<file path="config.mk">
export PLATFORM = sky130hd
export DESIGN_NAME = rv_core_top
export DESIGN_NICKNAME = d
export VERILOG_FILES = /design/src/rv_core_pkg.sv /design/src/rv_core_top.sv /design/src/pc_unit.sv /design/src/exec_unit.sv /design/src/inst_decode.sv /design/src/reg_file.sv
export SDC_FILE = /design/constraint.sdc
export NUM_CORES = 1
export LEC_CHECK = 0
export BUFFER_PORTS_ARGS = -buffer_cell sky130_fd_sc_hd__buf_2
export CAP_MARGIN = 20
export CORE_ASPECT_RATIO = 1.4
export CORE_UTILIZATION = 45
export CTS_BUF_LIST = sky130_fd_sc_hd__clkbuf_16
export CTS_CLUSTER_SIZE = 40
export DETAILED_ROUTE_END_ITERATION = 10
export SLEW_MARGIN = 30
export SYNTH_ARGS = -nofsm -noshare
export SYNTH_HDL_FRONTEND = slang
export SYNTH_SLANG_ARGS = --single-unit
</file>
<file path="constraint.sdc">
create_clock -name clk -period 11.4 [get_ports clk]
set_input_delay 2.28 -clock clk [delete_from_list [all_inputs] [get_ports clk]]
set_output_delay 2.28 -clock clk [all_outputs]
set_load 0.005 [all_outputs]
</file>
<file path="src/rv_core_pkg.sv">
package rv_core_pkg;

  // data and address width
  localparam int xlen = 32;

  // register file geometry
  localparam int reg_addr_w = 5;
  localparam int num_regs   = 32;

  // first fetch address after reset
  localparam logic [xlen-1:0] reset_pc = 32'h8000_0000;

  // major opcodes in scope, inst[6:0]
  typedef enum logic [6:0] {
    // addi only, other funct3 values are not decoded
    op_imm    = 7'b001_0011,
    op_lui    = 7'b011_0111,
    op_auipc  = 7'b001_0111,
    op_jal    = 7'b110_1111,
    op_jalr   = 7'b110_0111,
    // only ebreak is recognised here
    op_system = 7'b111_0011
  } opcode_t;

  // write-back data select
  typedef enum logic [1:0] {
    // adder result
    wb_sum  = 2'd0,
    // return address, pc + 4
    wb_link = 2'd1
  } wb_sel_t;

  // adder first operand select
  typedef enum logic [1:0] {
    src1_reg  = 2'd0,
    src1_pc   = 2'd1,
    // lui passes the immediate straight through
    src1_zero = 2'd2
  } src1_sel_t;

endpackage
</file>
<file path="src/rv_core_top.sv">
module rv_core_top (
  input  logic                               clk,
  input  logic                               reset,
  // instruction at the current pc
  input  logic [31:0]                        inst,
  output logic [rv_core_pkg::xlen-1:0]       pc,
  // write that commits at the next rising edge
  output logic                               rd_wen,
  output logic [rv_core_pkg::reg_addr_w-1:0] rd_addr,
  output logic [rv_core_pkg::xlen-1:0]       rd_data,
  output logic                               halt
);

  // decode outputs
  logic [rv_core_pkg::reg_addr_w-1:0] rs1_addr;
  logic [rv_core_pkg::xlen-1:0]       imm;
  rv_core_pkg::src1_sel_t             src1_sel;
  rv_core_pkg::wb_sel_t               wb_sel;
  logic                               wr_en;
  logic                               is_jump;
  logic                               is_jalr;
  logic                               is_ebreak;

  // datapath
  logic [rv_core_pkg::xlen-1:0] rs1_data;
  logic [rv_core_pkg::xlen-1:0] target;
  logic [rv_core_pkg::xlen-1:0] wdata;
  logic                         commit;

  inst_decode i_decode (
    .inst      (inst),
    .rs1_addr  (rs1_addr),
    .rd_addr   (rd_addr),
    .imm       (imm),
    .src1_sel  (src1_sel),
    .wb_sel    (wb_sel),
    .wr_en     (wr_en),
    .is_jump   (is_jump),
    .is_jalr   (is_jalr),
    .is_ebreak (is_ebreak)
  );

  // no writes once halted
  assign rd_wen  = wr_en & commit;
  assign rd_data = wdata;

  reg_file i_reg_file (
    .clk   (clk),
    .wen   (rd_wen),
    .waddr (rd_addr),
    .wdata (wdata),
    .raddr (rs1_addr),
    .rdata (rs1_data)
  );

  exec_unit i_exec (
    .pc       (pc),
    .rs1_data (rs1_data),
    .imm      (imm),
    .src1_sel (src1_sel),
    .wb_sel   (wb_sel),
    .is_jalr  (is_jalr),
    .target   (target),
    .wdata    (wdata)
  );

  pc_unit i_pc (
    .clk       (clk),
    .reset     (reset),
    .is_jump   (is_jump),
    .is_ebreak (is_ebreak),
    .target    (target),
    .pc        (pc),
    .halt      (halt),
    .commit    (commit)
  );

endmodule

</file>
<file path="src/pc_unit.sv">
module pc_unit (
  input  logic                         clk,
  input  logic                         reset,
  input  logic                         is_jump,
  input  logic                         is_ebreak,
  input  logic [rv_core_pkg::xlen-1:0] target,
  output logic [rv_core_pkg::xlen-1:0] pc,
  output logic                         halt,
  // low once halted, gates register writes at the top
  output logic                         commit
);

  logic                         halted;
  logic [rv_core_pkg::xlen-1:0] pc_plus4;
  logic [rv_core_pkg::xlen-1:0] pc_next;

  // next pc select
  assign pc_plus4 = pc + rv_core_pkg::xlen'(4);
  assign pc_next  = is_jump ? target : pc_plus4;

  // pc register and sticky halt flag
  always_ff @(posedge clk) begin
    if (reset) begin
      pc     <= rv_core_pkg::reset_pc;
      halted <= 1'b0;
    end else begin
      // ebreak freezes the pc on its own address
      if (commit && !is_ebreak) begin
        pc <= pc_next;
      end
      // only cleared by reset
      if (commit && is_ebreak) begin
        halted <= 1'b1;
      end
    end
  end

  assign halt   = halted;
  assign commit = ~halted;

  // targets come from the adder, so alignment depends on the program
  a_pc_aligned: assert property (
    @(posedge clk) disable iff (reset) pc[1:0] == 2'b00
  ) else $error("pc_unit: misaligned pc %h", pc);

endmodule

</file>
<file path="src/exec_unit.sv">
module exec_unit (
  input  logic [rv_core_pkg::xlen-1:0] pc,
  input  logic [rv_core_pkg::xlen-1:0] rs1_data,
  input  logic [rv_core_pkg::xlen-1:0] imm,
  input  rv_core_pkg::src1_sel_t       src1_sel,
  input  rv_core_pkg::wb_sel_t         wb_sel,
  input  logic                         is_jalr,
  // jump target for the pc unit
  output logic [rv_core_pkg::xlen-1:0] target,
  // write-back data
  output logic [rv_core_pkg::xlen-1:0] wdata
);

  logic [rv_core_pkg::xlen-1:0] src1;
  logic [rv_core_pkg::xlen-1:0] sum;
  logic [rv_core_pkg::xlen-1:0] link;

  // first adder operand
  always_comb begin
    case (src1_sel)
      rv_core_pkg::src1_reg: src1 = rs1_data;
      rv_core_pkg::src1_pc:  src1 = pc;
      default:               src1 = '0;
    endcase
  end

  // one adder serves addi, lui, auipc and both jumps
  assign sum = src1 + imm;

  // jalr drops bit 0 of the computed address
  assign target = is_jalr ? {sum[rv_core_pkg::xlen-1:1], 1'b0} : sum;

  // return address
  assign link = pc + rv_core_pkg::xlen'(4);

  // write-back select
  always_comb begin
    case (wb_sel)
      rv_core_pkg::wb_link: wdata = link;
      default:              wdata = sum;
    endcase
  end

endmodule

</file>
<file path="src/inst_decode.sv">
module inst_decode (
  input  logic [31:0]                        inst,
  // register addresses
  output logic [rv_core_pkg::reg_addr_w-1:0] rs1_addr,
  output logic [rv_core_pkg::reg_addr_w-1:0] rd_addr,
  // immediate for the adder
  output logic [rv_core_pkg::xlen-1:0]       imm,
  // datapath control
  output rv_core_pkg::src1_sel_t             src1_sel,
  output rv_core_pkg::wb_sel_t               wb_sel,
  output logic                               wr_en,
  // pc control
  output logic                               is_jump,
  output logic                               is_jalr,
  output logic                               is_ebreak
);

  rv_core_pkg::opcode_t opcode;
  logic [2:0]           funct3;

  // immediates, all sign extended to xlen
  logic [rv_core_pkg::xlen-1:0] imm_i;
  logic [rv_core_pkg::xlen-1:0] imm_u;
  logic [rv_core_pkg::xlen-1:0] imm_j;

  // write request before the x0 filter
  logic wr_op;

  // fixed field positions
  assign opcode   = rv_core_pkg::opcode_t'(inst[6:0]);
  assign funct3   = inst[14:12];
  assign rs1_addr = inst[19:15];
  assign rd_addr  = inst[11:7];

  // I-type, inst[31:20]
  assign imm_i = {{(rv_core_pkg::xlen-12){inst[31]}}, inst[31:20]};
  // U-type, upper 20 bits already in place
  assign imm_u = {inst[31:12], 12'b0};
  // J-type, scrambled offset with implicit bit 0
  assign imm_j = {{(rv_core_pkg::xlen-21){inst[31]}},
                  inst[31], inst[19:12], inst[20], inst[30:21], 1'b0};

  // per-opcode control
  always_comb begin
    // defaults behave as a nop: no write, pc + 4
    src1_sel  = rv_core_pkg::src1_reg;
    wb_sel    = rv_core_pkg::wb_sum;
    imm       = imm_i;
    wr_op     = 1'b0;
    is_jump   = 1'b0;
    is_jalr   = 1'b0;
    is_ebreak = 1'b0;
    case (opcode)
      rv_core_pkg::op_imm: begin
        // addi
        wr_op = (funct3 == 3'b000);
      end
      rv_core_pkg::op_lui: begin
        src1_sel = rv_core_pkg::src1_zero;
        imm      = imm_u;
        wr_op    = 1'b1;
      end
      rv_core_pkg::op_auipc: begin
        src1_sel = rv_core_pkg::src1_pc;
        imm      = imm_u;
        wr_op    = 1'b1;
      end
      rv_core_pkg::op_jal: begin
        src1_sel = rv_core_pkg::src1_pc;
        imm      = imm_j;
        wb_sel   = rv_core_pkg::wb_link;
        wr_op    = 1'b1;
        is_jump  = 1'b1;
      end
      rv_core_pkg::op_jalr: begin
        // rs1 + imm_i, funct3 must be zero
        if (funct3 == 3'b000) begin
          wb_sel  = rv_core_pkg::wb_link;
          wr_op   = 1'b1;
          is_jump = 1'b1;
          is_jalr = 1'b1;
        end
      end
      rv_core_pkg::op_system: begin
        // ebreak: funct12 = 1, rs1, funct3 and rd all zero
        is_ebreak = (inst[31:20] == 12'h001) && (inst[19:7] == 13'h0);
      end
      default: begin
        // unknown opcode, keep the nop defaults
      end
    endcase
  end

  // x0 destination never writes
  assign wr_en = wr_op && (rd_addr != '0);

endmodule

</file>
<file path="src/reg_file.sv">
module reg_file (
  input  logic                               clk,
  // write port, commits at the rising edge
  input  logic                               wen,
  input  logic [rv_core_pkg::reg_addr_w-1:0] waddr,
  input  logic [rv_core_pkg::xlen-1:0]       wdata,
  // single read port, rs1 only
  input  logic [rv_core_pkg::reg_addr_w-1:0] raddr,
  output logic [rv_core_pkg::xlen-1:0]       rdata
);

  // register array
  // entry 0 is never written, reads of x0 are forced to zero below
  logic [rv_core_pkg::xlen-1:0] regs [0:rv_core_pkg::num_regs-1];

  // synchronous write
  always_ff @(posedge clk) begin
    if (wen && (waddr != '0)) begin
      regs[waddr] <= wdata;
    end
  end

  // combinational read
  // a write in this cycle shows up only after the edge
  always_comb begin
    if (raddr == '0) begin
      rdata = '0;
    end else begin
      rdata = regs[raddr];
    end
  end

  // decode already drops writes to x0
  // so a write strobe aimed at entry 0 means the decoder broke
  a_no_x0_write: assert property (
    @(posedge clk) wen |-> (waddr != '0)
  ) else $error("reg_file: write strobe with waddr == 0");

endmodule

</file>
* Yosys cells after proc, flatten, opt, wreduce, memory -nomap -nowiden
Memory sizes are Yosys's and may differ from the RTL's.
Index checks and enable logic that the tools add are counted.
** Storage, ports and cells
- Flip-flop bits (word level) :: 33
- Memory bits (writable) :: 1024
- Input port bits :: 34
- Output and inout port bits :: 71
- Logic and storage cells :: 46
- Memories :: 1
** Cells by class
- Add/subtract/negate cells :: 2
- Equal/unequal tests :: 9
- Mux-type cells :: 16
- Bitwise logic cells :: 2
- Reductions and logical operators :: 14
** Memory list
- i_reg_file.regs :: words 32, bits a word 32, read ports 1, clocked after memory_dff 0, wr ports 1, line reg_file.sv:14 : logic [rv_core_pkg::xlen-1:0] regs [0:rv_core_pkg::num_regs-1];
** Operators by type and width (number)
- $mux W32 :: 3
- $pmux W32 S2 :: 1
- $pmux W31 S2 :: 1
- $add A32 B3 Y32 const B :: 1
- $add A32 B32 Y32 :: 1
- $eq A7 B7 Y1 const B :: 3
- $eq A7 B5 Y1 const B :: 2
- $logic_not A13 Y1 :: 1
- $eq A12 B1 Y1 const B :: 1
- $pmux W2 S2 :: 2
- $eq A7 B6 Y1 const B :: 1
- $mux W1 :: 7
- $logic_and A1 B1 Y1 :: 5
- $logic_not A5 Y1 :: 1
- $reduce_bool A5 Y1 :: 1
- $eq A2 B1 Y1 const B :: 2
- $reduce_or A2 Y1 :: 2
- $logic_not A3 Y1 :: 1
- $pmux W1 S3 :: 1
- $reduce_or A3 Y1 :: 1
- $logic_not A2 Y1 :: 1
- $pmux W1 S2 :: 1
- $and A1 B1 Y1 :: 1
- $logic_not A1 Y1 :: 1
- $not A1 Y1 :: 1

* Longest topological paths before layout
- Word-level depth :: 8
- Mapped depth :: 22
- Mapped depth without buffers :: 17

* Cells and area by module
A second synthesis with hierarchy kept.
** Second synthesis, totals
- Cell total of the unflattened synthesis :: 2719
- Area, all modules :: 45289.7 um^2
** Modules (own cells, without submodules)
- reg_file :: times used 1, cells an instance 1903, area each 39709.3 um^2, seq. area each 30749.5 um^2
- exec_unit :: times used 1, cells an instance 450, area each 2994.1 um^2, seq. area each 0.0 um^2
- pc_unit :: times used 1, cells an instance 279, area each 2033.2 um^2, seq. area each 660.6 um^2
- inst_decode :: times used 1, cells an instance 86, area each 546.8 um^2, seq. area each 0.0 um^2
- rv_core_top :: times used 1, cells an instance 1, area each 6.3 um^2, seq. area each 0.0 um^2

* Worst setup path before layout
No wires, ideal clock.
- Kind :: in2out
- From :: input port inst[15]
- To :: output port rd_data[29] (netlist name)
- Arrival :: 7.404 ns
- Required time :: 9.120 ns
- Path slack :: 1.716 ns
- Stages on the path :: 19
- Path buffers :: 5
- Cells stage by stage :: buf_6 > buf_6 > buf_6 > buf_6 > buf_4 > mux4_2 > mux4_2 > a21oi_1 > o21ai_0 > ha_1 > a21o_1 > a31o_2 > o211ai_1 > o211ai_2 > o2111ai_2 > a21oi_1 > a21oi_1 > xor2_1 > o21ai_0
** Between the ends
- Longest elaborated chain between the ends :: 5
- Elaborated cells between the ends (all ways) :: 7
- Those cells by class :: add/sub (1); mux (4); reduce/logical (1); memory (1)
** Ends and longest elaborated chain
- start: declaration :: line rv_core_top.sv:5 : input logic [31:0] inst,
- $mem_v2 Z32 W32 / $logic_not A5 Y1 (equally long branches)
- $mux W32 :: line reg_file.sv:26 : if (raddr == '0) begin
- $pmux W32 S2 :: line exec_unit.sv:20 : case (src1_sel)
- $add A32 B32 Y32 (*) :: line exec_unit.sv:28 : assign sum = src1 + imm;
- $mux W32 (*) :: line exec_unit.sv:38 : case (wb_sel)
- end: declaration :: line rv_core_top.sv:10 : output logic [rv_core_pkg::xlen-1:0] rd_data,
Mark *: on every way between the ends. The rest lies on a longest branch, timed or not.

* Final worst setup path
- From :: input port inst[15]
- To :: output port rd_data[30] (netlist name)
The elaborated chain is that of the path after synthesis.

==> results_dict.tcl <==
set metrics [dict create \
    cts.sinks 1057 \
    use_met2_pct 42.0 \
    syn_inst 2323 \
    vdd_drop_max_mv 0.108 \
    power.total_mw 9.08 \
    antenna_found_initial 2 \
    critPathRequiredTime_ns 9.12 \
    firstDrtPassIters 5 \
    post-cts-setup-buffers 0 \
    die-area_sq_mm 0.0988 \
    whs_endpoint "i_pc.pc[0]" \
    routed_wl_um 120000 \
    worst_skew_pair.late_latency_ns 0.71 \
    yosysSeqAreaShare_pct 71.6 \
    die_h_um 371 \
    synth_area_leader_cell "edfxtp_1" \
    yosys_warnings 0 \
    grt_max_degree 100 \
    slew_viol_final 0 \
    synth_edf_count 1024 \
    track_usage_pct 24.8 \
    finalClockSkew_ns 0.0436 \
    ys.flop_type "edfxtp_1" \
    worstReg2RegEnd "i_reg_file.regs[31][30]" \
    synth_area_leaders "edfxtp_1 70%, mux4_2 15%, dfxtp_1 1.5%, nand2_1 0.99%, o21ai_0 0.96%" \
    path_clk_slew_ns 0.07 \
    crit_arrival_ns 8.06 \
    grt_pass1_wl_um 173000 \
    cp-end-kind "output pin" \
    startpoint "inst[15]" \
    timing.final.crit_share_pct 90.7 \
    cts-hold-fix-buffers 0 \
    core_area_sq_mm 0.0966 \
    gr-usage-met3_pct 3.13 \
    r2r_slack_ns 6.18 \
    static-leakage-power_nw 16.2 \
    yosys.cell_types.count 70 \
    gr-total-overflow 0 \
    worst_slew_pin_slew_ns 1.04 \
    synth_top_area_share_pct 70.1 \
    cts_tree "yes" \
    syn-cell-area_sq_mm 0.0439 \
    regToRegStartpoint "i_reg_file.regs[31][13]" \
    hold_depth 2 \
    drv_cap 0 \
    cts_htree_levels 3 \
    slew_headroom_pct 30.8 \
    drive_gt1_share_pct 28.5 \
    regArea_sq_mm 0.0314 \
    grt_util_met1_pct 32.2 \
    syn_avg_cell_area_sq_um 18.9 \
    io_buffers 104 \
    yosys.cell_count.top_type "edfxtp_1" \
    detail_route.wl_per_cell_um 30.7 \
    clockBufferDepth 3 \
    tns_ns 0 \
    ys_async_sr_fraction_pct 0 \
    cp-start-kind "input pin" \
    synth-seq-cells 1057 \
    cp_max_fo 64 \
    dp.final_hpwl_um 73500 \
    top_usage_layer "met2" \
    worst-r2r-cell-count 14 \
    hold_path_class "flip-flop to flip-flop" \
    fin_crit_ns 10.34 \
    multi_input_area_sq_mm 0.0123 \
    drc 0 \
    critPathKind "input pin to output pin" \
    p_per_area_mw_per_mm2 182 \
    fillers 7808 \
    start_util_pct 45.4 \
    status "completed" \
    viasPerCell 6.07 \
    yosys-top-cells-count "1024 x edfxtp_1, 284 x mux4_2, 116 x nand2_1" \
    die_x_um 266 \
    pin_count 105 \
    layout.nets 2587 \
    detail_route.iter0.violations 2209 \
    floorplan.rows 135 \
    vias 23700 \
    grt_pass1_vias 24300 \
    rsz0062_at_grt "false" \
    hold_violations 0 \
    cts-resized-gates 0 \
    setup_viol 0 \
    cts_root_buf "clkbuf_16" \
    fmax_mhz 96.7 \
    final_antenna_net_count 0 \
    syn2layout_area_growth_pct 13.9 \
    min_from "i_pc.pc[0]" \
    gp_congestion 0.946 \
    cts_made_buffers 98 \
]
## cell families (layout without fill, tap and decap cells)
family	Yosys count	in the layout	share of synthesized area (%)
other	1	33	0.00855
AND/OR/NAND/NOR	376	376	4.17
buffers and inverters	154	402	1.59
XOR/XNOR	51	51	1.02
multiplexers	350	350	16.3
flip-flops	1057	1057	71.6
AO/OA/AOI/OAI	301	301	4.35
adder cells (fa/ha/maj)	33	33	0.958
## critical path: stages
cell and delay [ns]:
buf_8 0.60, buf_12 0.42, mux4_2 0.55, mux4_2 0.51, nor2b_1 0.27, o31ai_1 0.15, ha_1 0.25, a21oi_1 0.23
o31ai_1 0.11, a311oi_1 0.47, o21ai_0 0.32, o211ai_1 0.35, a21boi_0 0.18, o21ai_0 0.26, a31o_2 0.70, buf_2 0.24
## final cells by class
class,instances,area share [%]
inverter,17,0.128
tap,1301,3.26
clock buffer,100,5.01
antenna,1,0.00501
sequential,1057,62.9
clock inverter,82,1.34
multi-input combinational,1143,24.6
timing repair buffer,203,2.75
## flip-flops by register name, indices dropped and copies added (netlist names)
name	flops
i_pc.pc	32
i_reg_file.regs	1024
i_pc.halt	1
## power by group
part,internal [mW],switching [mW]
Combinational,0.338,0.800
Clock,1.80,1.44
Sequential,4.69,0.0117
Total,6.83,2.25
## worst max-delay path by stage
| stage | end | slack (ns) | cells past startpoint |
|---|---|---|---|
| after CTS | rd_data[30] | 1.14 | 16 |
| final | rd_data[30] | 1.06 | 16 |
| after floorplan | rd_data[29] | 1.72 | 19 |
| after global placement | rd_data[27] | 1.04 | 16 |
| after global routing | rd_data[30] | 0.78 | 16 |
| after detailed placement | rd_data[30] | 1.14 | 16 |
## cells in the final DEF, fill, tap and decap left out, drive strengths merged, types with 29 or more instances in the layout
master / n
o21ai: 86
dfxtp: 33
clkbuf: 100
nand3: 29
edfxtp: 1024
buf: 203
o22ai: 32
mux4: 288
conb: 32
nor2: 89
clkinv: 36
nor2b: 32
a21o: 33
inv: 51
mux2: 36
nand2: 116
ha: 32
a21oi: 63
## metrics by stage
step	std cells	hold WS, ns	area (sq um)	worst slack, ns	util [%]
final	3904	0.560	50000	1.06	51.7
after CTS	3902	0.546	49900	1.14	51.7
after global routing	3903	0.589	50000	0.775	51.7
after detailed placement	3720	0.538	46800	1.14	48.4
after global placement	3720	0.541	46700	1.04	48.4
after floorplan	2354	0.473	44000	1.72	-
## layer usage
metal	part of all wire [%]	wire [um]
met5	0	0
met4	4.2	5030
met3	6.1	7300
met2	50	60000
met1	40	47700
Note: power is estimated with default switching activity, not from simulation.
